<file path="config.mk">
export PLATFORM = sky130hd
export DESIGN_NAME = execute_stage
export DESIGN_NICKNAME = d
export VERILOG_FILES = /design/src/superscalar_pkg.sv /design/src/execute_stage.sv
export SDC_FILE = /design/constraint.sdc
export NUM_CORES = 2
export LEC_CHECK = 0
export BUFFER_PORTS_ARGS = -buffer_cell sky130_fd_sc_hd__buf_2
export CAP_MARGIN = 20
export CORE_MARGIN = 10
export CORE_UTILIZATION = 40
export CTS_CLUSTER_SIZE = 24
export DETAILED_ROUTE_END_ITERATION = 8
export PLACE_DENSITY_LB_ADDON = 0.05
export SYNTH_ARGS = -nofsm -noshare
export SYNTH_HDL_FRONTEND = slang
export SYNTH_SLANG_ARGS = --single-unit
</file>
<file path="constraint.sdc">
create_clock -name clock -period 10.4 [get_ports clock]
set_input_delay 0 -clock clock [delete_from_list [all_inputs] [get_ports clock]]
set_output_delay 0 -clock clock [all_outputs]
set_load 0.02 [all_outputs]
</file>
<file path="src/superscalar_pkg.sv">
// superscalar core shared definitions
// widths, RV32I encodings, ALU and status enums, per-stage lane structs

package superscalar_pkg;

	////////////////////////////////////////////////////////////////////////////
	// sizes
	////////////////////////////////////////////////////////////////////////////

	localparam int XLEN       = 32;
	localparam int WAYS       = 3;        // lanes per fetch group
	localparam int REG_COUNT  = 32;
	localparam int READ_PORTS = 2 * WAYS; // rs1 and rs2 per lane

	typedef logic [$clog2(REG_COUNT)-1:0] reg_idx_t;
	typedef logic [XLEN-1:0]              word_t;
	typedef logic [31:0]                  inst_t;
	typedef logic [1:0]                   lane_count_t;

	////////////////////////////////////////////////////////////////////////////
	// encodings
	////////////////////////////////////////////////////////////////////////////

	localparam logic [6:0] OPCODE_OP     = 7'b0110011;
	localparam logic [6:0] OPCODE_OP_IMM = 7'b0010011;
	localparam logic [6:0] OPCODE_LUI    = 7'b0110111;
	localparam logic [6:0] OPCODE_SYSTEM = 7'b1110011;

	localparam logic [2:0] FUNCT3_ADD_SUB = 3'b000;
	localparam logic [2:0] FUNCT3_XOR     = 3'b100;
	localparam logic [2:0] FUNCT3_OR      = 3'b110;
	localparam logic [2:0] FUNCT3_AND     = 3'b111;

	localparam logic [6:0] FUNCT7_BASE = 7'b0000000;
	localparam logic [6:0] FUNCT7_SUB  = 7'b0100000;

	localparam inst_t INST_WFI = 32'h1050_0073;
	localparam inst_t INST_NOP = 32'h0000_0013; // addi x0, x0, 0

	typedef enum logic [2:0] {
		ALU_ADD,
		ALU_SUB,
		ALU_AND,
		ALU_OR,
		ALU_XOR,
		ALU_PASS_B // lui
	} alu_op_t;

	typedef enum logic [1:0] {
		NO_ERROR,
		HALTED_ON_WFI,
		ILLEGAL_INST
	} error_status_t;

	////////////////////////////////////////////////////////////////////////////
	// stage payloads
	////////////////////////////////////////////////////////////////////////////

	typedef struct packed {
		inst_t [WAYS-1:0] inst;
		logic  [WAYS-1:0] mask; // lane valid
	} fetch_group_t;

	typedef struct packed {
		logic     valid;
		reg_idx_t rs1;
		reg_idx_t rs2;
		word_t    rs1_value;
		word_t    rs2_value;
		word_t    imm;
		logic     use_imm;
		alu_op_t  alu_op;
		reg_idx_t dest;
		logic     writes_dest;
		logic     halt;
		logic     illegal;
	} decoded_lane_t;

	typedef struct packed {
		logic     valid;
		reg_idx_t dest;
		logic     writes_dest;
		word_t    result;
		logic     halt;
		logic     illegal;
	} result_lane_t;

	typedef struct packed {
		logic     wr_en;
		reg_idx_t idx;
		word_t    data;
	} commit_lane_t;

endpackage
</file>
<file path="src/execute_stage.sv">
// execute stage: holds the decoded group, forwards operands from
// older lanes and from the retiring group, then runs the lane ALUs

module execute_stage (
	input  logic                           clock,
	input  logic                           reset,
	input  superscalar_pkg::decoded_lane_t decoded  [superscalar_pkg::WAYS],
	input  logic                           decoded_valid,
	input  superscalar_pkg::result_lane_t  retire   [superscalar_pkg::WAYS],
	output superscalar_pkg::result_lane_t  executed [superscalar_pkg::WAYS],
	output logic                           executed_valid
);

	superscalar_pkg::decoded_lane_t ex_q [superscalar_pkg::WAYS];
	logic                           ex_valid;

	superscalar_pkg::word_t opnd_a  [superscalar_pkg::WAYS];
	superscalar_pkg::word_t opnd_b  [superscalar_pkg::WAYS];
	superscalar_pkg::word_t alu_out [superscalar_pkg::WAYS];

	function automatic superscalar_pkg::word_t alu(
		input superscalar_pkg::alu_op_t op,
		input superscalar_pkg::word_t   a,
		input superscalar_pkg::word_t   b
	);
		case (op)
			superscalar_pkg::ALU_SUB:    return a - b;
			superscalar_pkg::ALU_AND:    return a & b;
			superscalar_pkg::ALU_OR:     return a | b;
			superscalar_pkg::ALU_XOR:    return a ^ b;
			superscalar_pkg::ALU_PASS_B: return b;
			default:                     return a + b;
		endcase
	endfunction

	always_ff @(posedge clock) begin
		if (!reset) begin
			ex_valid <= 1'b0;
			for (int i = 0; i < superscalar_pkg::WAYS; i++) begin
				ex_q[i].valid <= 1'b0;
			end
		end else begin
			ex_valid <= decoded_valid;
			ex_q     <= decoded;
		end
	end

	////////////////////////////////////////////////////////////////////////////
	// forwarding and ALUs
	////////////////////////////////////////////////////////////////////////////

	// lanes are resolved in program order so older results are ready
	always_comb begin
		for (int i = 0; i < superscalar_pkg::WAYS; i++) begin
			opnd_a[i] = ex_q[i].rs1_value; // register file value
			opnd_b[i] = ex_q[i].rs2_value;

			// retiring group, highest lane last so it wins
			for (int j = 0; j < superscalar_pkg::WAYS; j++) begin
				if (retire[j].valid && retire[j].writes_dest) begin
					if (retire[j].dest == ex_q[i].rs1) begin
						opnd_a[i] = retire[j].result;
					end
					if (retire[j].dest == ex_q[i].rs2) begin
						opnd_b[i] = retire[j].result;
					end
				end
			end

			// older lanes of this group override, nearest one last
			for (int j = 0; j < i; j++) begin
				if (ex_q[j].valid && ex_q[j].writes_dest) begin
					if (ex_q[j].dest == ex_q[i].rs1) begin
						opnd_a[i] = alu_out[j];
					end
					if (ex_q[j].dest == ex_q[i].rs2) begin
						opnd_b[i] = alu_out[j];
					end
				end
			end

			if (ex_q[i].use_imm) begin
				opnd_b[i] = ex_q[i].imm;
			end
			alu_out[i] = alu(ex_q[i].alu_op, opnd_a[i], opnd_b[i]);

			executed[i].valid       = ex_q[i].valid;
			executed[i].dest        = ex_q[i].dest;
			executed[i].writes_dest = ex_q[i].writes_dest;
			executed[i].result      = alu_out[i];
			executed[i].halt        = ex_q[i].halt;
			executed[i].illegal     = ex_q[i].illegal;
		end
	end

	assign executed_valid = ex_valid;

endmodule

</file>
==> results_dict.tcl <==
set metrics [dict create \
    coreArea_mm2 0.08716 \
    dieArea_mm2 0.1006 \
    crit_type "reg2out" \
    start_kind "flip-flop" \
    p_per_area_mw_per_mm2 150.7 \
    final.fill_count 7588 \
    leakage_uw 0.02460 \
    track_usage 0.4138 \
    failed_checks "negative setup slack" \
    rows 108 \
    setup_ws_ns -0.7366 \
    clock_sink_count 358 \
    avgSynthCellArea_um2 8.362 \
    fin_tns_setup_ns -2.178 \
    mostFrequentLayoutCells "buf_4, buf_2, nor2_1" \
    worstPathMaxFanout 18 \
    grt-ovfl-total 0 \
    holdPathEnd "ex_q[23]" \
    ys_warn_count 0 \
    tritoncts "done" \
    outcome "finished, violations left" \
    rsz0062_at_grt "yes" \
    critPathArrivalTime_ns 11.14 \
    finalCritPeriodShare 1.071 \
    yosysSeqAreaShare 0.3032 \
    fin_hold_ws_ns 0.03873 \
    final_nets 6762 \
    worst_pin_slew_ns 1.243 \
    dieWidth_um 317.2 \
    first_iter_violations 5907 \
    ys_seq_elements 358 \
    max_slew_margin 0.1688 \
    postRouteAntennaNets 0 \
    gp_congestion 1.053 \
    synth_cell_types 114 \
    peakVddDrop_uv 172.3 \
    viasPerCell 5.935 \
    drv_slew 0 \
    synth_flop_cell "edfxtp_1" \
    crit_required_ns 10.40 \
    syn2layout_area_growth_pct 51.51 \
    pre_cts_ws_ns -1.195 \
    syn_inst 4225 \
    min_path_type "in2reg" \
    cts-buffers-inserted 40 \
    crit_path_max_incr_delay_ns 0.44 \
    wirelength_um 216700 \
    cts_max_level 2 \
    hpwl_um 173600 \
    layout_min_cycle_time_ns 11.14 \
    final-seq-area_mm2 0.01071 \
    antenna_found_initial 47 \
    multiInputGateArea_mm2 0.02419 \
    die-height_um 317.2 \
    end_kind "output port" \
    critPathMostFrequentCell "buf_4" \
    slowest_stage "or3_4" \
    fmax_mhz 89.79 \
    final_common_cell "buf_4" \
    clockBufferDepth 3 \
    cts_root_buffer "clkbuf_16" \
    boundaryPins 607 \
    drc 0 \
    grt_pass1_wl_um 301400 \
    synth_area_leaders "edfxtp_1, ha_1, xnor2_1, a21oi_1, mux2i_1" \
    synth_edf_count 354 \
    holdPathStages 2 \
    finalCoreUtilization 0.6141 \
    start_util 0.4053 \
    grt_max_degree 168 \
    async_flop_share 0 \
    worstHoldStart "decoded[23]" \
    finalSetupViolCount 8 \
    wire_per_inst_um 30.12 \
    drive_above_1_share 0.3516 \
    netlist.area_leader.share 0.3009 \
    total_power_uw 8067 \
    firstDrtPassIters 6 \
    syn-num-nets 5006 \
    port-buffer-count 600 \
    cts.clk_slew.worst_paths_ns 0.06 \
    num_vias 42700 \
    netlist_area_mm2 0.03533 \
    synth_area_leader_cell "edfxtp_1" \
    max_cap_viol_count 0 \
    grt_pass1_vias 40810 \
    hold_viol 0 \
]
-- stage by stage --
stage | cell area, um2 | instances
2_1_floorplan | 35470 | 4225
3_3_place_gp | 45860 | 6633
3_5_place_dp | 45880 | 6635
4_1_cts | 52270 | 7126
5_1_grt | 53500 | 7184
6_report | 53530 | 7195
-- area by class of cell --
cell class | count | area share
antenna | 28 | 0.001309
clock buffer | 51 | 0.01985
clock inverter | 22 | 0.004722
inverter | 284 | 0.01994
multi-input combinational | 3285 | 0.4520
sequential | 358 | 0.2001
tap | 1155 | 0.02700
timing repair buffer | 2012 | 0.2751
-- sequential cells by signal (all words and copies together), names as in the netlist --
name            flops
ex_q              330
executed           27
executed_valid      1
-- critical path: cells and delay by family (launching register included) --
family	cells	cell delay [ns]
adder cells (fa/ha/maj)	3	0.73
XOR/XNOR	5	0.73
buffers and inverters	13	1.92
AND/OR/NAND/NOR	13	2.67
flip-flops	1	0.41
multiplexers	1	0.24
AO/OA/AOI/OAI	21	3.79
-- how the worst max path moves through the flow --
stage,startpoint,endpoint,cells after the start
2_1_floorplan,ex_q[347],executed[33],51
3_3_place_gp,ex_q[347],executed[33],57
3_5_place_dp,ex_q[354],executed[33],54
4_1_cts,ex_q[348],executed[33],52
5_1_grt,ex_q[349],executed[33],56
6_report,ex_q[352],executed[33],56
-- metal layers --
metal / wire [um] / global-route usage / vias up
met5: 240 / 0 / -
met2: 92080 / 0.6224 / 2778
met1: 84260 / 0.5305 / 20330
li1: - / - / 19020
met3: 26710 / 0.1271 / 534
met4: 13420 / 0.2117 / 40
-- synthesized netlist by cell type (12+ instances only) --
library cell,count
nor2_1,417
a21oi_1,369
edfxtp_1,354
nand2_1,354
ha_1,295
inv_1,274
o21ai_0,234
xnor2_1,212
clkbuf_1,208
a211oi_1,202
mux2i_1,160
nor3_1,78
nand3_1,70
a21o_1,57
o21a_1,56
o22ai_1,55
xor2_1,50
a31oi_1,46
o211ai_1,43
and2_1,38
a21boi_0,37
nand4_1,36
buf_2,35
buf_4,30
nand2b_1,26
o31ai_1,26
or3_1,26
nor2b_1,25
o221ai_1,24
and3_1,23
nor4_1,22
a211o_1,19
a221oi_1,19
buf_1,18
o41ai_1,15
a311oi_1,12
o21ai_1,12
o31a_1,12
or2_2,12
-- where the power goes --
part	internal, uW	switching, uW	total, uW
clock	811	675	1490
sequential	1720	107	1830
combinational	2110	2640	4760
-- cell families (layout without fill, tap and decap cells) --
group / after synthesis / in the layout / share of synthesized area
xor+xnor: 263 / 263 / 0.06542
other cells: 0 / 28 / 0
simple gates: 1183 / 1183 / 0.1533
buf+inv: 582 / 2369 / 0.06779
mux: 168 / 168 / 0.04788
compound gates: 1373 / 1373 / 0.2563
flops: 358 / 358 / 0.3032
fa+ha+maj: 298 / 298 / 0.1062
-- what timing repair did --
item,CTS,global route
buffers inserted,62,41
endpoints found under the hold margin,394,0
pin swaps,118,122
hold buffers,359,0
setup endpoints to repair,21,17
gates resized for setup,261,203
Note: power is estimated with default switching activity, not from simulation.
