--- src/superscalar_pkg.sv ---
// superscalar core shared definitions
// widths, RV32I encodings, ALU and status enums, per-stage lane structs

package superscalar_pkg;

	////////////////////////////////////////////////////////////////////////////
	// sizes
	////////////////////////////////////////////////////////////////////////////

	localparam int XLEN       = 32;
	localparam int WAYS       = 3;        // lanes per fetch group
	localparam int REG_COUNT  = 32;
	localparam int READ_PORTS = 2 * WAYS; // rs1 and rs2 per lane

	typedef logic [$clog2(REG_COUNT)-1:0] reg_idx_t;
	typedef logic [XLEN-1:0]              word_t;
	typedef logic [31:0]                  inst_t;
	typedef logic [1:0]                   lane_count_t;

	////////////////////////////////////////////////////////////////////////////
	// encodings
	////////////////////////////////////////////////////////////////////////////

	localparam logic [6:0] OPCODE_OP     = 7'b0110011;
	localparam logic [6:0] OPCODE_OP_IMM = 7'b0010011;
	localparam logic [6:0] OPCODE_LUI    = 7'b0110111;
	localparam logic [6:0] OPCODE_SYSTEM = 7'b1110011;

	localparam logic [2:0] FUNCT3_ADD_SUB = 3'b000;
	localparam logic [2:0] FUNCT3_XOR     = 3'b100;
	localparam logic [2:0] FUNCT3_OR      = 3'b110;
	localparam logic [2:0] FUNCT3_AND     = 3'b111;

	localparam logic [6:0] FUNCT7_BASE = 7'b0000000;
	localparam logic [6:0] FUNCT7_SUB  = 7'b0100000;

	localparam inst_t INST_WFI = 32'h1050_0073;
	localparam inst_t INST_NOP = 32'h0000_0013; // addi x0, x0, 0

	typedef enum logic [2:0] {
		ALU_ADD,
		ALU_SUB,
		ALU_AND,
		ALU_OR,
		ALU_XOR,
		ALU_PASS_B // lui
	} alu_op_t;

	typedef enum logic [1:0] {
		NO_ERROR,
		HALTED_ON_WFI,
		ILLEGAL_INST
	} error_status_t;

	////////////////////////////////////////////////////////////////////////////
	// stage payloads
	////////////////////////////////////////////////////////////////////////////

	typedef struct packed {
		inst_t [WAYS-1:0] inst;
		logic  [WAYS-1:0] mask; // lane valid
	} fetch_group_t;

	typedef struct packed {
		logic     valid;
		reg_idx_t rs1;
		reg_idx_t rs2;
		word_t    rs1_value;
		word_t    rs2_value;
		word_t    imm;
		logic     use_imm;
		alu_op_t  alu_op;
		reg_idx_t dest;
		logic     writes_dest;
		logic     halt;
		logic     illegal;
	} decoded_lane_t;

	typedef struct packed {
		logic     valid;
		reg_idx_t dest;
		logic     writes_dest;
		word_t    result;
		logic     halt;
		logic     illegal;
	} result_lane_t;

	typedef struct packed {
		logic     wr_en;
		reg_idx_t idx;
		word_t    data;
	} commit_lane_t;

endpackage
--- src/decode_stage.sv ---
// decode stage: captures a fetch group, decodes all three lanes
// and reads their source operands from the register file

module decode_stage (
	input  logic                           clock,
	input  logic                           reset,
	input  logic                           fetch_valid,
	input  superscalar_pkg::fetch_group_t  fetch_group,
	input  superscalar_pkg::word_t         read_data [superscalar_pkg::READ_PORTS],
	output superscalar_pkg::reg_idx_t      read_idx  [superscalar_pkg::READ_PORTS],
	output superscalar_pkg::decoded_lane_t decoded   [superscalar_pkg::WAYS],
	output logic                           decoded_valid
);

	superscalar_pkg::fetch_group_t group_q;
	logic                          group_valid;

	// group register, payload held while no strobe
	always_ff @(posedge clock) begin
		if (!reset) begin
			group_valid <= 1'b0;
		end else begin
			group_valid <= fetch_valid;
			if (fetch_valid) begin
				group_q <= fetch_group;
			end
		end
	end

	assign decoded_valid = group_valid;

	////////////////////////////////////////////////////////////////////////////
	// lane decoders
	////////////////////////////////////////////////////////////////////////////

	always_comb begin
		superscalar_pkg::inst_t inst;
		for (int i = 0; i < superscalar_pkg::WAYS; i++) begin
			// masked lanes decode as a nop so they raise no flags
			inst = group_q.mask[i] ? group_q.inst[i] : superscalar_pkg::INST_NOP;

			decoded[i]        = '0;
			decoded[i].valid  = group_valid & group_q.mask[i];
			decoded[i].dest   = inst[11:7];
			decoded[i].rs1    = inst[19:15];
			decoded[i].alu_op = superscalar_pkg::ALU_ADD;

			case (inst[6:0])
				superscalar_pkg::OPCODE_OP: begin
					decoded[i].rs2         = inst[24:20];
					decoded[i].writes_dest = 1'b1;
					case ({inst[31:25], inst[14:12]})
						{superscalar_pkg::FUNCT7_BASE, superscalar_pkg::FUNCT3_ADD_SUB}:
							decoded[i].alu_op = superscalar_pkg::ALU_ADD;
						{superscalar_pkg::FUNCT7_SUB, superscalar_pkg::FUNCT3_ADD_SUB}:
							decoded[i].alu_op = superscalar_pkg::ALU_SUB;
						{superscalar_pkg::FUNCT7_BASE, superscalar_pkg::FUNCT3_XOR}:
							decoded[i].alu_op = superscalar_pkg::ALU_XOR;
						{superscalar_pkg::FUNCT7_BASE, superscalar_pkg::FUNCT3_OR}:
							decoded[i].alu_op = superscalar_pkg::ALU_OR;
						{superscalar_pkg::FUNCT7_BASE, superscalar_pkg::FUNCT3_AND}:
							decoded[i].alu_op = superscalar_pkg::ALU_AND;
						default: begin
							decoded[i].illegal     = 1'b1;
							decoded[i].writes_dest = 1'b0;
						end
					endcase
				end
				superscalar_pkg::OPCODE_OP_IMM: begin
					if (inst[14:12] == superscalar_pkg::FUNCT3_ADD_SUB) begin // addi only
						decoded[i].imm         = {{20{inst[31]}}, inst[31:20]};
						decoded[i].use_imm     = 1'b1;
						decoded[i].writes_dest = 1'b1;
					end else begin
						decoded[i].illegal = 1'b1;
					end
				end
				superscalar_pkg::OPCODE_LUI: begin
					decoded[i].rs1         = '0;
					decoded[i].imm         = {inst[31:12], 12'b0};
					decoded[i].use_imm     = 1'b1;
					decoded[i].alu_op      = superscalar_pkg::ALU_PASS_B;
					decoded[i].writes_dest = 1'b1;
				end
				superscalar_pkg::OPCODE_SYSTEM: begin
					decoded[i].rs1     = '0;
					decoded[i].halt    = (inst == superscalar_pkg::INST_WFI);
					decoded[i].illegal = (inst != superscalar_pkg::INST_WFI);
				end
				default: begin
					decoded[i].rs1     = '0;
					decoded[i].illegal = 1'b1;
				end
			endcase

			if (decoded[i].dest == '0) begin
				decoded[i].writes_dest = 1'b0; // x0 is never a destination
			end

			// rs1 on even ports, rs2 on odd
			read_idx[2*i]          = decoded[i].rs1;
			read_idx[2*i+1]        = decoded[i].rs2;
			decoded[i].rs1_value   = read_data[2*i];
			decoded[i].rs2_value   = read_data[2*i+1];
		end
	end

endmodule

--- config.mk ---
export PLATFORM = sky130hd
export DESIGN_NAME = decode_stage
export DESIGN_NICKNAME = d
export VERILOG_FILES = /design/src/superscalar_pkg.sv /design/src/decode_stage.sv
export SDC_FILE = /design/constraint.sdc
export NUM_CORES = 1
export LEC_CHECK = 0
export BUFFER_PORTS_ARGS = -buffer_cell sky130_fd_sc_hd__buf_2
export CAP_MARGIN = 25
export CORE_AREA = 2 2 262 264
export DETAILED_ROUTE_END_ITERATION = 8
export DIE_AREA = 0 0 264 266
export HOLD_SLACK_MARGIN = 0.08
export PLACE_DENSITY_LB_ADDON = 0.15
export REMOVE_ABC_BUFFERS = 1
export SYNTH_ARGS = -nofsm -noshare
export SYNTH_HDL_FRONTEND = slang
export SYNTH_SLANG_ARGS = --single-unit
--- constraint.sdc ---
create_clock -name clock -period 3.15 [get_ports clock]
set_clock_uncertainty 0.05 [all_clocks]
set_input_delay 0.315 -clock clock [delete_from_list [all_inputs] [get_ports clock]]
set_output_delay 0.315 -clock clock [all_outputs]
set_load 0.005 [all_outputs]
==> impl_metrics.toml, run 1 <==
[routing]
ant_nets = 0
num_vias = 6120
dr.pass1.iters = 5
drt-total-wl_mm = 84.3
vias_per_cell = 3.49
drc = 0
drt_iter0_drc = 506
wl_per_cell_um = 48.0

[pwr]
power.density_nw_per_um2 = 364
vdd_drop_max_uv = 245
p_leak_uw = 0.00417

[synth]
synth_area_um2 = 6780
ys_seq_area_share_pct = 44.2
yosys_most_used_dff = "edfxtp_1"
yosys_register_bits = 100
synth_cells = 676
synth_cell_types = 61
synth_area_per_cell_um2 = 10.0
yosys.area.top_type = "edfxtp_1"
yosysTopAreaCellShare_pct = 43.9
synth-edff-count = 99
ys_warn_count = 0
synthTopCellsByArea = "edfxtp_1, buf_4, and2_1"
async_reset_ff_share_pct = 0

[setup_path]
critical_path_depth = 5
critPathLaunchType = "flop"
crit_slowest_cell = "edfxtp_1"
critPathBufInv = 2
worst_setup_path_end_kind = "output pin"
cp.arrival_ns = 2.63
path_class = "reg -> out"
critPathMaxFanout = 12
cpPeakStageDelay_ns = 0.78
critPathCapture = "read_idx[13]"
crit_start = "group_q[1]$_DFFE_PP_"
required_ns = 2.78
crit_chain = "nand4b_1 > nor2_1 > buf_4 > and2_1 > buf_2"
crit_family = "simple AND/OR/NAND/NOR gates"

[timing]
slew_headroom_pct = 44.6
slew_violations = 0
setup_tns_ns = 0
finalCritPeriodShare_pct = 95.2
setup_viol = 0
grt_setup_unrepaired = "no"
hold_violations = 0
period_minus_slack_ns = 3.00
tightest_slew_ns = 0.820
setup_ws_ns = 0.151
max_freq_mhz = 333

[cells_and_area]
finalNonFillerCells = 1754
syn_to_final_growth_pct = 34.7
fin_util_pct = 13.5
layout_commonest_cell = "buf_2"
fin_nets = 1159
n_fill_cell = 7820
fin_area_um2 = 9130
layout_common_cells = "buf_2, dlygate4sd3_1, edfxtp_1"
drive_gt1_share_pct = 41.6

[global_routing]
groute.usage.overall_pct = 23.4
grt_pass1_wl_mm = 97.9
antenna_found_initial = 7
grt_pass1_vias = 5873
overflow = 0
grt_start_max_net_pins = 44

[outcome]
status = "finished clean"

[place]
io_buffer_count = 297
place_inst = 1635
gp_congestion = 1.02
dpl_cell_area_um2 = 7800
pre_cts_ws_ns = 0.425
hpwlAfterDp_mm = 77.4

[floorplan]
die_w_um = 264
io_pins = 682
rows = 96
start_util_pct = 10.0
die-area_um2 = 70200
core_area_um2 = 67700
die_height_um = 266

[hold_path]
min_path_type = "in -> reg"

[clock_tree]
cts.clk_slew.worst_paths_ns = 0.09
cts_buffer_depth = 2
cts_root_buffer = "clkbuf_16"
numClockSinks = 100
cts_tree = "built"
cts_buffers = 9
cts_htree_levels = 3

[run]
maxCapViolCount = 0
area by class of cell:
class / count / area [µm²] / share of cell area (%)
diodes: 2 / 5.00 / 0.0548
clock buffers: 9 / 225 / 2.47
clock inverters: 7 / 78.8 / 0.864
inverters: 12 / 45.0 / 0.493
multi-input cells: 320 / 1990 / 21.8
flip-flops and latches: 100 / 2990 / 32.8
well taps: 882 / 1100 / 12.1
repair buffers: 422 / 2690 / 29.5
report_power, final:
part | total, µW | switching [µW] | internal, µW
combinational | 394 | 183 | 211
clock | 1260 | 693 | 568
sequential | 1670 | 104 | 1570
total | 3320 | 980 | 2350
logic make-up (layout without fill, tap and decap cells):
kind of cell / count (synthesis) / after routing / synth area share, %
multiplexers: 1 / 1 / 0.148
AO/OA/AOI/OAI: 63 / 63 / 7.04
buffers and inverters: 256 / 450 / 26.8
AND/OR/NAND/NOR: 256 / 256 / 21.8
other: 0 / 2 / 0
flip-flops: 100 / 100 / 44.2
how the worst min path moves through the flow:
stage	to	slack, ns	depth (start not counted)	from
after global placement	group_q[77]$_DFFE_PP_	0.44	1	fetch_group[77]
after detailed placement	group_q[70]$_DFFE_PP_	0.44	1	fetch_group[70]
after floorplan	group_q[0]$_DFFE_PP_	0.36	0	fetch_group[0]
after CTS	group_q[43]$_DFFE_PP_	0.1	1	fetch_group[43]
after global routing	group_q[43]$_DFFE_PP_	0.10	1	fetch_group[43]
final	group_q[43]$_DFFE_PP_	0.13	1	fetch_group[43]
per-stage QoR:
stage | power [µW] | hold WS, ns
2_1_floorplan | 1770 | 0.364
3_3_place_gp | 2000 | 0.443
3_5_place_dp | 1990 | 0.443
4_1_cts | 3400 | 0.0993
5_1_grt | 3470 | 0.101
6_report | 3320 | 0.134
routing by layer:
metal / wire length, µm / GRT usage (%) / part of all wire [%]
met5: 438 / 3.81 / 0.52
met4: 1450 / 4.12 / 1.7
met3: 25300 / 34.5 / 30
met2: 39200 / 38.4 / 46
met1: 17900 / 13.5 / 21
what timing repair did:
action | CTS | global route
hold buffers | 100 | 0
endpoints found under the hold margin | 99 | 0
endpoints found under the setup margin | 3 | 0
resized for setup | 1 | 0
setup buffers | 1 | 0
registers in the layout (all words and copies together), names as in the netlist:
signal / cells
decoded_valid: 1
group_q: 99
synth_stat cells, types with 3 or more instances:
master,instances
nand2b_1,4
o21ai_0,13
nor3_1,7
nor2_1,22
nor2b_1,10
inv_1,12
nand4b_1,4
edfxtp_1,99
o41ai_1,5
and3_1,8
nor4_1,9
clkbuf_1,18
nand2_1,79
nand4_1,7
buf_4,222
buf_6,3
o31ai_1,3
nand3_1,4
a21o_1,18
and2_1,63
nor4b_1,4
or4_1,7
(Power assumes the default switching activity.)
==> run 2: changes to the inputs <==
- REMOVE_ABC_BUFFERS: 1 -> not set
==> run 2 against run 1 <==
- worst setup slack improved by 0.026 ns
- maximum frequency increased by 0.87%
- cell count decreased by 0.46%
- routed wire length decreased by 44%
- global-route usage decreased by 10 points
- die area unchanged
- largest cell class unchanged
- largest power group unchanged
==> impl_metrics.toml, run 2 (synthesis results as in run 1) <==
[timing]
setup_viol = 0
grt_setup_unrepaired = "no"
period_minus_slack_ns = 2.97
slew_violations = 0
finalCritPeriodShare_pct = 94.4
max_freq_mhz = 336
tightest_slew_ns = 0.736
setup_tns_ns = 0
slew_headroom_pct = 50.5
hold_violations = 0

[clock_tree]
cts_tree = "built"
cts_root_buffer = "clkbuf_16"
cts_htree_levels = 3
cts_buffer_depth = 2
cts_buffers = 9
cts.clk_slew.worst_paths_ns = 0.08
numClockSinks = 100

[global_routing]
grt_pass1_vias = 5860
overflow = 0
groute.usage.overall_pct = 13.0
antenna_found_initial = 6
grt_start_max_net_pins = 41
grt_pass1_wl_mm = 59.7

[floorplan]
rows = 96
core_area_um2 = 67700
die_w_um = 264
io_pins = 682
die-area_um2 = 70200
start_util_pct = 10.0
die_height_um = 266

[setup_path]
required_ns = 2.78
critPathMaxFanout = 5
critPathLaunchType = "flop"
path_class = "reg -> out"
cp.arrival_ns = 2.61
worst_setup_path_end_kind = "output pin"

[routing]
drc = 0
num_vias = 5589
wl_per_cell_um = 27.0
vias_per_cell = 3.20
ant_nets = 0
dr.pass1.iters = 4
drt-total-wl_mm = 47.2
drt_iter0_drc = 211

[place]
hpwlAfterDp_mm = 41.3
io_buffer_count = 297
gp_congestion = 0.779

[run]
maxCapViolCount = 0

[pwr]
p_comb_share_pct = 12.1
seqPwrFrac_pct = 50.7
power.density_nw_per_um2 = 363
power.share.clock_pct = 37.3
p_int_uw = 2380
p_total_uw = 3280
power_switching_uw = 897
p_leak_uw = 0.00414
switching_share_pct = 27.3
vdd_drop_max_uv = 215

[cells_and_area]
largest_reg_flops = 99
drive_gt1_share_pct = 42.2
syn_to_final_growth_pct = 33.5
layout_common_cells = "buf_2, edfxtp_1, dlygate4sd3_1"
layout_commonest_cell = "buf_2"
largest_register = "group_q"
fin_nets = 1153
fin_util_pct = 13.3

[outcome]
status = "finished clean"

[hold_path]
min_path_type = "in -> reg"

[synth]
syn_nets = 970
[run 2: path summary, 6_finish.rpt]
| kind | from | end | slack [ns] | depth (start not counted) |
|---|---|---|---|---|
| hold / removal | fetch_group[6] | group_q[6]$_DFFE_PP_ | 0.15 | 1 |
| setup / recovery | group_q[33]$_DFFE_PP_ | decoded[238] | 0.18 | 5 |
[run 2: critical path, cell delays in order, from the launching register on]
cell,delay [ns]
edfxtp_1,0.47
or4b_1,0.59
nor4_1,0.52
and4_1,0.29
o211ai_1,0.17
buf_2,0.19
[run 2: repair_timing]
action                                  4_1_cts  5_1_grt
endpoints found under the setup margin        0        6
hold endpoints to repair                     90        0
buffers inserted                              0        0
hold buffers                                 91        0
resized for setup                             0        1
[run 2: final cells by class]
| type | count | area [µm²] |
|---|---|---|
| Sequential cell | 100 | 2990 |
| Fill cell | 7851 | 58700 |
| Antenna cell | 1 | 2.50 |
| Multi-Input combinational cell | 320 | 1990 |
| Clock buffer | 9 | 225 |
| Tap cell | 882 | 1100 |
| Clock inverter | 6 | 63.8 |
| Inverter | 12 | 45.0 |
| Timing Repair Buffer | 416 | 2620 |
[run 2: power by group through the flow]
stage | registers, µW | logic [µW] | clock network (µW)
floorplan | 1650 | 323 | 0
CTS | 1670 | 412 | 1320
global placement | 1700 | 318 | 0
global route | 1680 | 435 | 1340
detailed placement | 1700 | 314 | 0
finish | 1660 | 397 | 1220
[run 2: stage by stage]
stage / worst slack, ns / area [µm²] / hold slack, ns / std cells
3_3_place_gp: 0.592 / 7840 / 0.443 / 1639
4_1_cts: 0.0621 / 9030 / 0.110 / 1745
3_5_place_dp: 0.529 / 7840 / 0.443 / 1639
6_report: 0.177 / 9040 / 0.150 / 1746
2_1_floorplan: 0.0299 / 6780 / 0.364 / 676
5_1_grt: 0.0829 / 9040 / 0.117 / 1745
[run 2: per-layer routing]
metal,GRT usage [%],routed length (µm)
met1,10.3,13200
met3,9.87,7890
met5,0,32
met4,4.04,1060
met2,24.2,25000
