**src/superscalar_pkg.sv**
```systemverilog
// superscalar core shared definitions
// widths, RV32I encodings, ALU and status enums, per-stage lane structs

package superscalar_pkg;

	////////////////////////////////////////////////////////////////////////////
	// sizes
	////////////////////////////////////////////////////////////////////////////

	localparam int XLEN       = 32;
	localparam int WAYS       = 3;        // lanes per fetch group
	localparam int REG_COUNT  = 32;
	localparam int READ_PORTS = 2 * WAYS; // rs1 and rs2 per lane

	typedef logic [$clog2(REG_COUNT)-1:0] reg_idx_t;
	typedef logic [XLEN-1:0]              word_t;
	typedef logic [31:0]                  inst_t;
	typedef logic [1:0]                   lane_count_t;

	////////////////////////////////////////////////////////////////////////////
	// encodings
	////////////////////////////////////////////////////////////////////////////

	localparam logic [6:0] OPCODE_OP     = 7'b0110011;
	localparam logic [6:0] OPCODE_OP_IMM = 7'b0010011;
	localparam logic [6:0] OPCODE_LUI    = 7'b0110111;
	localparam logic [6:0] OPCODE_SYSTEM = 7'b1110011;

	localparam logic [2:0] FUNCT3_ADD_SUB = 3'b000;
	localparam logic [2:0] FUNCT3_XOR     = 3'b100;
	localparam logic [2:0] FUNCT3_OR      = 3'b110;
	localparam logic [2:0] FUNCT3_AND     = 3'b111;

	localparam logic [6:0] FUNCT7_BASE = 7'b0000000;
	localparam logic [6:0] FUNCT7_SUB  = 7'b0100000;

	localparam inst_t INST_WFI = 32'h1050_0073;
	localparam inst_t INST_NOP = 32'h0000_0013; // addi x0, x0, 0

	typedef enum logic [2:0] {
		ALU_ADD,
		ALU_SUB,
		ALU_AND,
		ALU_OR,
		ALU_XOR,
		ALU_PASS_B // lui
	} alu_op_t;

	typedef enum logic [1:0] {
		NO_ERROR,
		HALTED_ON_WFI,
		ILLEGAL_INST
	} error_status_t;

	////////////////////////////////////////////////////////////////////////////
	// stage payloads
	////////////////////////////////////////////////////////////////////////////

	typedef struct packed {
		inst_t [WAYS-1:0] inst;
		logic  [WAYS-1:0] mask; // lane valid
	} fetch_group_t;

	typedef struct packed {
		logic     valid;
		reg_idx_t rs1;
		reg_idx_t rs2;
		word_t    rs1_value;
		word_t    rs2_value;
		word_t    imm;
		logic     use_imm;
		alu_op_t  alu_op;
		reg_idx_t dest;
		logic     writes_dest;
		logic     halt;
		logic     illegal;
	} decoded_lane_t;

	typedef struct packed {
		logic     valid;
		reg_idx_t dest;
		logic     writes_dest;
		word_t    result;
		logic     halt;
		logic     illegal;
	} result_lane_t;

	typedef struct packed {
		logic     wr_en;
		reg_idx_t idx;
		word_t    data;
	} commit_lane_t;

endpackage
```
**src/result_stage.sv**
```systemverilog
// result stage holding the executed group
// raises the register writes and reports the commit count and error status

module result_stage (
	input  logic                           clock,
	input  logic                           reset,
	input  superscalar_pkg::result_lane_t  executed [superscalar_pkg::WAYS],
	input  logic                           executed_valid,
	output superscalar_pkg::result_lane_t  retire   [superscalar_pkg::WAYS],
	output logic                           commit_valid,
	output superscalar_pkg::commit_lane_t  commit   [superscalar_pkg::WAYS],
	output superscalar_pkg::lane_count_t   completed_insts,
	output superscalar_pkg::error_status_t error_status
);

	superscalar_pkg::result_lane_t res_q [superscalar_pkg::WAYS];
	logic                          res_valid;
	logic [superscalar_pkg::WAYS-1:0] live;

	always_ff @(posedge clock) begin
		if (!reset) begin
			res_valid <= 1'b0;
			for (int i = 0; i < superscalar_pkg::WAYS; i++) begin
				res_q[i].valid <= 1'b0;
			end
		end else begin
			res_valid <= executed_valid;
			res_q     <= executed;
		end
	end

	assign retire       = res_q; // also the forwarding source
	assign commit_valid = res_valid;

	always_comb begin
		superscalar_pkg::lane_count_t count;
		logic any_illegal;
		logic any_halt;
		count       = '0;
		any_illegal = 1'b0;
		any_halt    = 1'b0;
		for (int i = 0; i < superscalar_pkg::WAYS; i++) begin
			live[i] = res_q[i].valid; // bubble groups carry no valid lanes

			commit[i].wr_en = live[i] && res_q[i].writes_dest && !res_q[i].halt
				&& !res_q[i].illegal;
			commit[i].idx   = res_q[i].dest;
			commit[i].data  = res_q[i].result;

			count       = count + superscalar_pkg::lane_count_t'(live[i]); // wfi and illegal too
			any_illegal = any_illegal | (live[i] & res_q[i].illegal);
			any_halt    = any_halt | (live[i] & res_q[i].halt);
		end
		completed_insts = count;

		// illegal beats wfi
		if (any_illegal) begin
			error_status = superscalar_pkg::ILLEGAL_INST;
		end else if (any_halt) begin
			error_status = superscalar_pkg::HALTED_ON_WFI;
		end else begin
			error_status = superscalar_pkg::NO_ERROR;
		end
	end

endmodule

```
**config.mk**
```make
export PLATFORM = sky130hd
export DESIGN_NAME = result_stage
export DESIGN_NICKNAME = d
export VERILOG_FILES = /design/src/superscalar_pkg.sv /design/src/result_stage.sv
export SDC_FILE = /design/constraint.sdc
export NUM_CORES = 1
export LEC_CHECK = 0
export ABC_AREA = 1
export BUFFER_PORTS_ARGS = -buffer_cell sky130_fd_sc_hd__buf_4
export CAP_MARGIN = 20
export CORE_AREA = 2 2 145 147
export DETAILED_ROUTE_END_ITERATION = 6
export DIE_AREA = 0 0 147 149
export PLACE_DENSITY = 0.58
export SLEW_MARGIN = 10
export SYNTH_ARGS = -nofsm -noshare
export SYNTH_HDL_FRONTEND = slang
export SYNTH_SLANG_ARGS = --single-unit
```
**constraint.sdc**
```tcl
create_clock -name clock -period 3.2 [get_ports clock]
set_input_delay 0.96 -clock clock [delete_from_list [all_inputs] [get_ports clock]]
set_output_delay 0.96 -clock clock [all_outputs]
set_load 0.01 [all_outputs]
```
==> impl_results.md, run 1 <==
* Status: finished, final reports clean
* Routability cong. at 0.8249
* Setup TNS at 0 ps
* Initial antenna violation count at 1
* Fin nets at 665
* Final setup viols at 0
* Most instantiated cells after synthesis: edfxtp_1 (120), buf_4 (111), nand2_1 (14)
* DRC viols at 0
* Most common cell in the netlist: edfxtp_1
* Worst path slowest cell: fa_1
* Root buffer cell: clkbuf_16
* Diodes inserted at 0
* Slew Viols, Final at 0
* CP bufs+invs at 1
* Area contributors post-synth: edfxtp_1 (78%), buf_4 (18%), dfxtp_1 (1.7%)
* I/O pin cnt at 368
* Met3 global-route usage at around 4.3%
* Setup CP Type: register to output pin
* FF+latch count, synth at 124
* Starting DRC count in detailed routing at 137
* Worst Max-Slew Pin Slew at between 500 and 600 ps
* Top cell type's share of synthesized area at 77.65%
* Port Buf Inserts at between 300 and 400
* Final cell count without fillers at 825
* Post-Syn Area per Cell at 17.78 µm²
* Synth cell types at 9
* Layer with the highest usage: met2
* Cell count along the critical path at 2
* Area growth syn-to-layout at 61.77%
* Largest net degree at the start of global routing at 70
* Die ar. at between 0.02 and 0.025 mm²
* Simple-Gate Fraction of Synth Area at 1.833%
* DRT antenna net count at 0
* Post-synth EDFFs at 120
* First-pass GRT wire length at 17680 µm
* Met1 Usage GRT at 12.34%
* Detailed Route WL at 12850 µm
* Multiplexer share of the synthesized area at 0%
* Fillers at 1968
* Period Utilization, post-route at 74.63%
* Fraction of the mapped netlist area in adder cells at less than 1%
* Crit path launch type: register
* Postcts setup bufs at 0
* Share of layout cells above drive strength 1 at 72.91%
* Worst hold margin at about 730 ps
* Largest family of logic cells by synthesized area: buffers and inverters
* Max-cap violation count at 0
* Via/cell ratio at 3.638
* Ys async rst share at 0%
* Die height at 149 µm
* XOR/XNOR Fraction of Synth Area at 0%
* Worst path max stage delay at around 550 ps
* Hold path cells at 1
* Type of the tightest min-delay check: input pin to register
* Core area at 0.02056 mm²
* Crit-path leading delay family: adder cells
* H-Tree Depth at 4
* Max Clk Rate at 0.4187 GHz
* Worst EP required at 2240 ps
* Slew margin rel. at 60.67%
* CTS tree: built
* Complex-gate fraction of the synthesized area at 0%
* Overall Global Routing Usage at 11.00%
* Crit-path max FO at 5
* Post-synth top flop: edfxtp_1
* PwrDens at ~600 mW/mm²
* Final hold violations at 0
* Min cycle time layout at about 2400 ps
* Dpl cells at approximately 800
* Via Count at 3001
* Mapped Cells at approximately 260
* Syn_nets at 388
* CP cell instances: fa_1, buf_4
* DP HPWL at ~10000 µm
* Arr. time, crit path at 1430 ps
* # resized after CTS at 0
* Initial DRT Pass Iterations at 4
* Total CTS buffers at 17
* Total grt overflow at 0
* WL/cell at approximately 16 µm
* Register area share after synthesis at 79.37%
* Synth Cell Area at 0.004641 mm²
* Clk slew on worst S/H paths at 60 ps
* Pleak at between 3 and 4 nW
* Clock sink count at 124
* Initial Util at 22.57%
* Vias in the first global route at 3033
* CTS Hold Bufs at 0
* Rows at 53
* Cell taking the most area after synthesis: edfxtp_1
* Die Span X at 147 µm
* Routing usage on met2 at 18.71%
* VDD IR-drop max at 326.5 µV
* RSZ-0062 raised after global routing: no
* Clock Tree Buf Depth at 2
* CP endpoint kind: output pin
* Yosys Warn Count at 0
## per-layer routing
metal	vias to the layer above	wire (µm)
li1	1358	-
met1	1440	4817
met2	190	6740
met3	11	1090
met4	2	190
met5	-	12
## metrics by stage
stage	area [µm²]	worst slack, ps	util (%)	power, mW
floorplan	4641	1288	-	2.309
global placement	6934	1179	33.73	2.697
detailed placement	6934	1106	33.73	2.704
CTS	7507	775.7	36.52	4.587
global route	7507	746.0	36.52	4.693
finish	7507	811.9	36.52	4.512
## power by group
group	internal [mW]	switching [mW]
combinational	0.377	0.271
clock	1.14	0.708
sequential	1.93	0.0850
total	3.45	1.06
## area by class of cell
type                    instances  area, µm²  area share, %
flip-flops and latches        124       3684          49.07
repair buffers                369       2783          37.07
clock buffers                  17      425.4          5.667
well taps                     275      344.1          4.583
clock inverters                14      147.6          1.967
multi-input cells              21      105.1          1.400
inverters                       5      18.77         0.2500
## placed cells by master (no fill, tap or decap)
master	instances
inv_6	2
bufinv_16	2
fa_1	1
nor2_1	2
clkinv_2	3
edfxtp_1	120
clkbuf_16	17
buf_4	368
nor3_1	3
nand2_1	14
nand3_2	1
inv_1	5
buf_12	1
clkinvlp_4	5
dfxtp_1	4
clkinv_4	2
## sequential cells by signal, summed over array words and instances, names as in the netlist
signal,cells
retire,12
commit,111
commit_valid,1
## logic make-up after synthesis
logic type,Yosys count
AND/OR/NAND/NOR,20
adder cells (fa/ha/maj),1
buffers and inverters,116
flip-flops,124
## path summary, 6_finish.rpt
kind / end / start / slack (ps)
worst min-delay path: commit[7] / executed[9] / 730
worst max-delay path: completed_insts[0] / retire[40] / 810
Note: power is estimated with default switching activity, not from simulation.
==> run 2: changes to the inputs <==
ABC_AREA = 0   (was 1)
CORE_AREA = 2 2 141 143   (was 2 2 145 147)
DIE_AREA = 0 0 143 145   (was 0 0 147 149)
PLACE_DENSITY = 0.61   (was 0.58)
clock period = 2.5 ns   (was 3.2 ns; I/O delays follow)
==> run 2 against run 1 <==
Against the previous run:
- first-iteration DRC count up 12%
- clock-buffer cell count up 1
- clock power up 34%
- combinational power up 28%
- critical endpoint is now error_status[0]
- via count down 0.67%
==> impl_results.md, run 2 <==
* Core area at 0.01921 mm²
* Die ar. at 0.02074 mm²
* Detailed Route WL at 13070 µm
* Synth Cell Area at about 0.0046 mm²
* Setup crit start: retire[82]
* Crit-path leading delay family: flip-flops
* Syn_nets at between 300 and 400
* Min cycle time layout at 2354 ps
* Initial antenna violation count at 4
* Slew Viols, Final at 0
* Status: finished, final reports clean
* Worst path max stage delay at approximately 440 ps
* Final worst slack at 145.5 ps
* Pleak at 3.325 nW
* Cell taking the most area after synthesis: edfxtp_1
* Routability cong. at 0.7471
* Top cell type's share of synthesized area at around 78%
* HP Start: executed[62]
* Most frequent cells in the layout: buf_4 (367), edfxtp_1 (120), clkbuf_16 (17)
* Setup TNS at 0 ps
* # resized after CTS at 0
* Yosys Warn Count at 0
* Type of the tightest min-delay check: input pin to register
* Synth cell types at 9
* Met1 Usage GRT at 12.71%
* Area growth syn-to-layout at 62.75%
* H-Tree Depth at 4
* CP endpoint kind: output pin
* Slew margin rel. at 73.48%
* Worst Max-Slew Pin Slew at around 390 ps
* Register area share after synthesis at between 70% and 80%
* Root buffer cell: clkbuf_16
* Die height at between 100 and 150 µm
* Most instantiated cells after synthesis: edfxtp_1 (120), buf_4 (111), and2_1 (4), dfxtp_1 (4), nor4bb_1 (3)
* Post-synth EDFFs at 120
* CTS tree: built
* Max Clk Rate at 0.4247 GHz
* Clock Tree Buf Depth at 2
* Initial Util at 24.06%
* DRC viols at 0
* Arr. time, crit path at 1600 ps
* Routing usage on met2 at 20.96%
* First-pass GRT wire length at 18400 µm
* PwrDens at 780.4 mW/mm²
* Post-synth top flop: edfxtp_1
* Starting DRC count in detailed routing at 153
* Crit-path max FO at 3
* Worst EP required at approximately 1800 ps
* Layer with the highest usage: met2
* Die Span X at between 100 and 150 µm
* Initial DRT Pass Iterations at 4
* Via Count at slightly below 3k
* Worst path slowest cell: edfxtp_1
* VDD IR-drop max at between 400 and 500 µV
* Dpl ws at 574.4 ps
* Total grt overflow at 0
* Max-cap violation count at 0
* Commonest non-fill, non-tap cell in the layout: buf_4
* Period Utilization, post-route at 94.18%
* I/O pin cnt at about 370
* Postcts setup bufs at 0
* Vias in the first global route at 3083
* DRT antenna net count at 0
* RSZ-0062 raised after global routing: no
* Overall Global Routing Usage at 12.19%
* Area contributors post-synth: edfxtp_1 (78%), buf_4 (18%), dfxtp_1 (1.7%)
* Setup CP Type: register to output pin
* WL/cell at 16.25 µm
* FF+latch count, synth at 124
* Ys async rst share at 0%
* Met3 global-route usage at 6.535%
* Fin nets at 651
* CP cell instances: a222oi_1, nor2b_1, buf_4
* Final hold violations at 0
* Largest net degree at the start of global routing at 65
* DP HPWL at 10510 µm
* Mapped Cells at 247
* Most common cell in the netlist: edfxtp_1
* Port Buf Inserts at 367
* Largest register FFs at around 110
* CP bufs+invs at 1
* Clock sink count at 124
* Via/cell ratio at 3.708
* Rows at between 50 and 60
* Clk slew on worst S/H paths at 60 ps
* Crit path launch type: register
* Post-Syn Area per Cell at ~19 µm²
* Final setup viols at 0
* Total CTS buffers at 17
* CTS Hold Bufs at 0
* Share of layout cells above drive strength 1 at about 74%
[run 2: report_power, final]
| group | internal, mW | leakage [nW] | switching [mW] |
|---|---|---|---|
| Clock | 1.57 | 0.290 | 0.897 |
| Sequential | 2.47 | 1.21 | 0.105 |
| Combinational | 0.487 | 1.83 | 0.343 |
[run 2: metal layers]
metal	share of wire [%]	up-vias
li1	-	1340
met1	36	1432
met5	0.099	-
met4	1.1	2
met2	51	197
met3	12	10
[run 2: stage by stage]
step                      util (%)  hold slack (ps)  power, mW  instance area, µm²  instances
after global placement       36.00            928.2      3.446                6915        770
final                        39.16            518.6      5.870                7522        804
after global routing         39.14            487.7      6.111                7517        802
after detailed placement     36.00            929.3      3.460                6915        770
after floorplan                  -            848.9      2.954                4622        247
after CTS                    39.14            493.9      5.962                7517        802
[run 2: final timing paths]
kind | cells past startpoint | slack [ps] | to
max | 3 | 150 | error_status[0]
min | 1 | 520 | commit[57]
[run 2: cell families after synthesis]
logic type,after synthesis,share of synthesized area [%]
adders and majority gates,1,0.4332
buffers and inverters,112,18.11
DFF,124,79.70
and+or+nand+nor,8,1.327
AOI/OAI and AO/OA,2,0.4332
[run 2: area by class of cell]
class                   instances  area, µm²
repair buffers                369       2795
flip-flops and latches        124       3684
multi-input cells              11      101.3
fillers                      1774      11690
diodes                          2      5.005
clock buffers                  18      429.2
clock inverters                14      172.7
inverters                       1      3.754
well taps                     265      331.6
==> run 3: changes to the inputs <==
ABC_AREA = 1   (was 0)
CORE_AREA = 2 2 142 144   (was 2 2 141 143)
DIE_AREA = 0 0 144 146   (was 0 0 143 145)
PLACE_DENSITY = 0.6   (was 0.61)
SLEW_MARGIN = not set   (was 10)
==> run 3 against run 2 <==
Against the previous run:
- cell count grew 1.2%
- critical path depth shrank 1
- total power grew 1.5%
- sequential power is essentially flat
- design area grew 0.15%
- global-route usage shrank 0.97 points
- maximum frequency grew 8.5%
- critical path type unchanged
- largest cell class unchanged
==> impl_results.md, run 3 (same netlist as run 1, synthesis figures left out) <==
* Total grt overflow at 0
* Initial Util at 24.00%
* Worst path slowest cell: fa_1
* Via/cell ratio at between 3 and 4
* Worst EP required at 1750 ps
* Postcts setup bufs at 0
* Hold endpoint: commit[49]
* Area growth syn-to-layout at 62.33%
* Die Span X at roughly 140 µm
* Root buffer cell: clkbuf_16
* Initial antenna violation count at 0
* Util after Layout at 38.96%
* Die height at roughly 150 µm
* CTS tree: built
* CP cell instances: fa_1, buf_4
* RSZ-0062 raised after global routing: no
* Diodes inserted at 0
* Slew margin rel. at 46.77%
* Worst Max-Slew Pin Slew at 798.4 ps
* Worst path max stage delay at 440 ps
* Vias in the first global route at a little over 3k
* Status: finished, final reports clean
* # resized after CTS at 0
* Commonest non-fill, non-tap cell in the layout: buf_4
* PwrDens at 791.1 mW/mm²
* Final hold violations at 0
* Hold path cells at 1
* First-pass GRT wire length at 17480 µm
* I/O pin cnt at 368
* Dpl ws at 724.6 ps
* Total CTS buffers at 17
* Die ar. at 0.02102 mm²
* Tot Pwr at 5.960 mW
* Crit-path max FO at 5
* Final worst slack at 330.2 ps
* CTS Hold Bufs at 0
* Overall Global Routing Usage at 11.21%
* Max-cap violation count at 0
* Starting DRC count in detailed routing at 88
* Final instance area at 0.007533 mm²
* CP endpoint kind: output pin
* WL/cell at 15.47 µm
* Clock sink count at approximately 120
* H-Tree Depth at 4
* Routability cong. at 0.7584
* Arr. time, crit path at 1420 ps
* Setup TNS at 0 ps
* Largest net degree at the start of global routing at 125
* Setup CP Type: register to output pin
* Core area at 0.01933 mm²
* Post-DP Area at 0.006914 mm²
* DP HPWL at 9971 µm
* Rows at 51
* Max Clk Rate at 0.4609 GHz
* Clk slew on worst S/H paths at around 60 ps
* Crit path launch type: register
* Pleak at 3.367 nW
* VDD IR-drop max at between 400 and 500 µV
* Final setup viols at 0
* Detailed Route WL at 12590 µm
* Port Buf Inserts at 367
* DRC viols at 0
* Most frequent cells in the layout: buf_4 (367), edfxtp_1 (120), clkbuf_16 (17)
* Min cycle time layout at 2170 ps
* Slew Viols, Final at 0
* Largest register FFs at about 110
* Initial DRT Pass Iterations at 4
* Fin nets at approximately 660
* HP Start: executed[54]
* Share of layout cells above drive strength 1 at roughly 72%
* DRT antenna net count at 0
* Clock Tree Buf Depth at 2
* Period Utilization, post-route at 86.79%
* Type of the tightest min-delay check: input pin to register
* Via Count at 2958
## run 3: routing by layer
metal  vias to the layer above  track usage, %  part of all wire (%)
met5                         -               0                     0
met4                         0           3.088                  0.94
met3                         5           5.133                    11
met2                       221           20.60                    53
met1                      1377           11.29                    35
li1                       1355               -                     -
## run 3: where the power goes
part / switching [mW] / internal, mW / total [mW]
registers: 0.104 / 2.47 / 2.57
clock network: 0.891 / 1.67 / 2.56
logic: 0.346 / 0.481 / 0.827
## run 3: worst max-delay path by stage
stage | slack [ps] | depth (start not counted) | startpoint | to
after floorplan | 800 | 1 | retire[40] | completed_insts[0]
after global placement | 760 | 2 | retire[40] | completed_insts[0]
after detailed placement | 720 | 2 | reset | commit[41]
after CTS | 290 | 2 | retire[81] | completed_insts[0]
after global routing | 240 | 2 | retire[81] | completed_insts[0]
final | 330 | 2 | retire[81] | completed_insts[0]
## run 3: critical path: cells and delay by family (launching register included)
kind	cells	cell delay [ps]
buffers and inverters	1	150
flip-flops	1	430
adder cells (fa/ha/maj)	1	440
## run 3: layout make-up
class,instances,area (µm²)
Tap cell,265,331.6
Clock buffer,17,425.4
Sequential cell,124,3684
Inverter,5,18.77
Timing Repair Buffer,368,2775
Fill cell,1811,11800
Clock inverter,14,193.9
Multi-Input combinational cell,21,105.1
## run 3: through the flow
stage / instances / hold slack (ps)
after floorplan: 261 / 843.5
after global placement: 783 / 928.0
after detailed placement: 783 / 929.3
after CTS: 814 / 491.4
after global routing: 814 / 487.5
final: 814 / 518.2
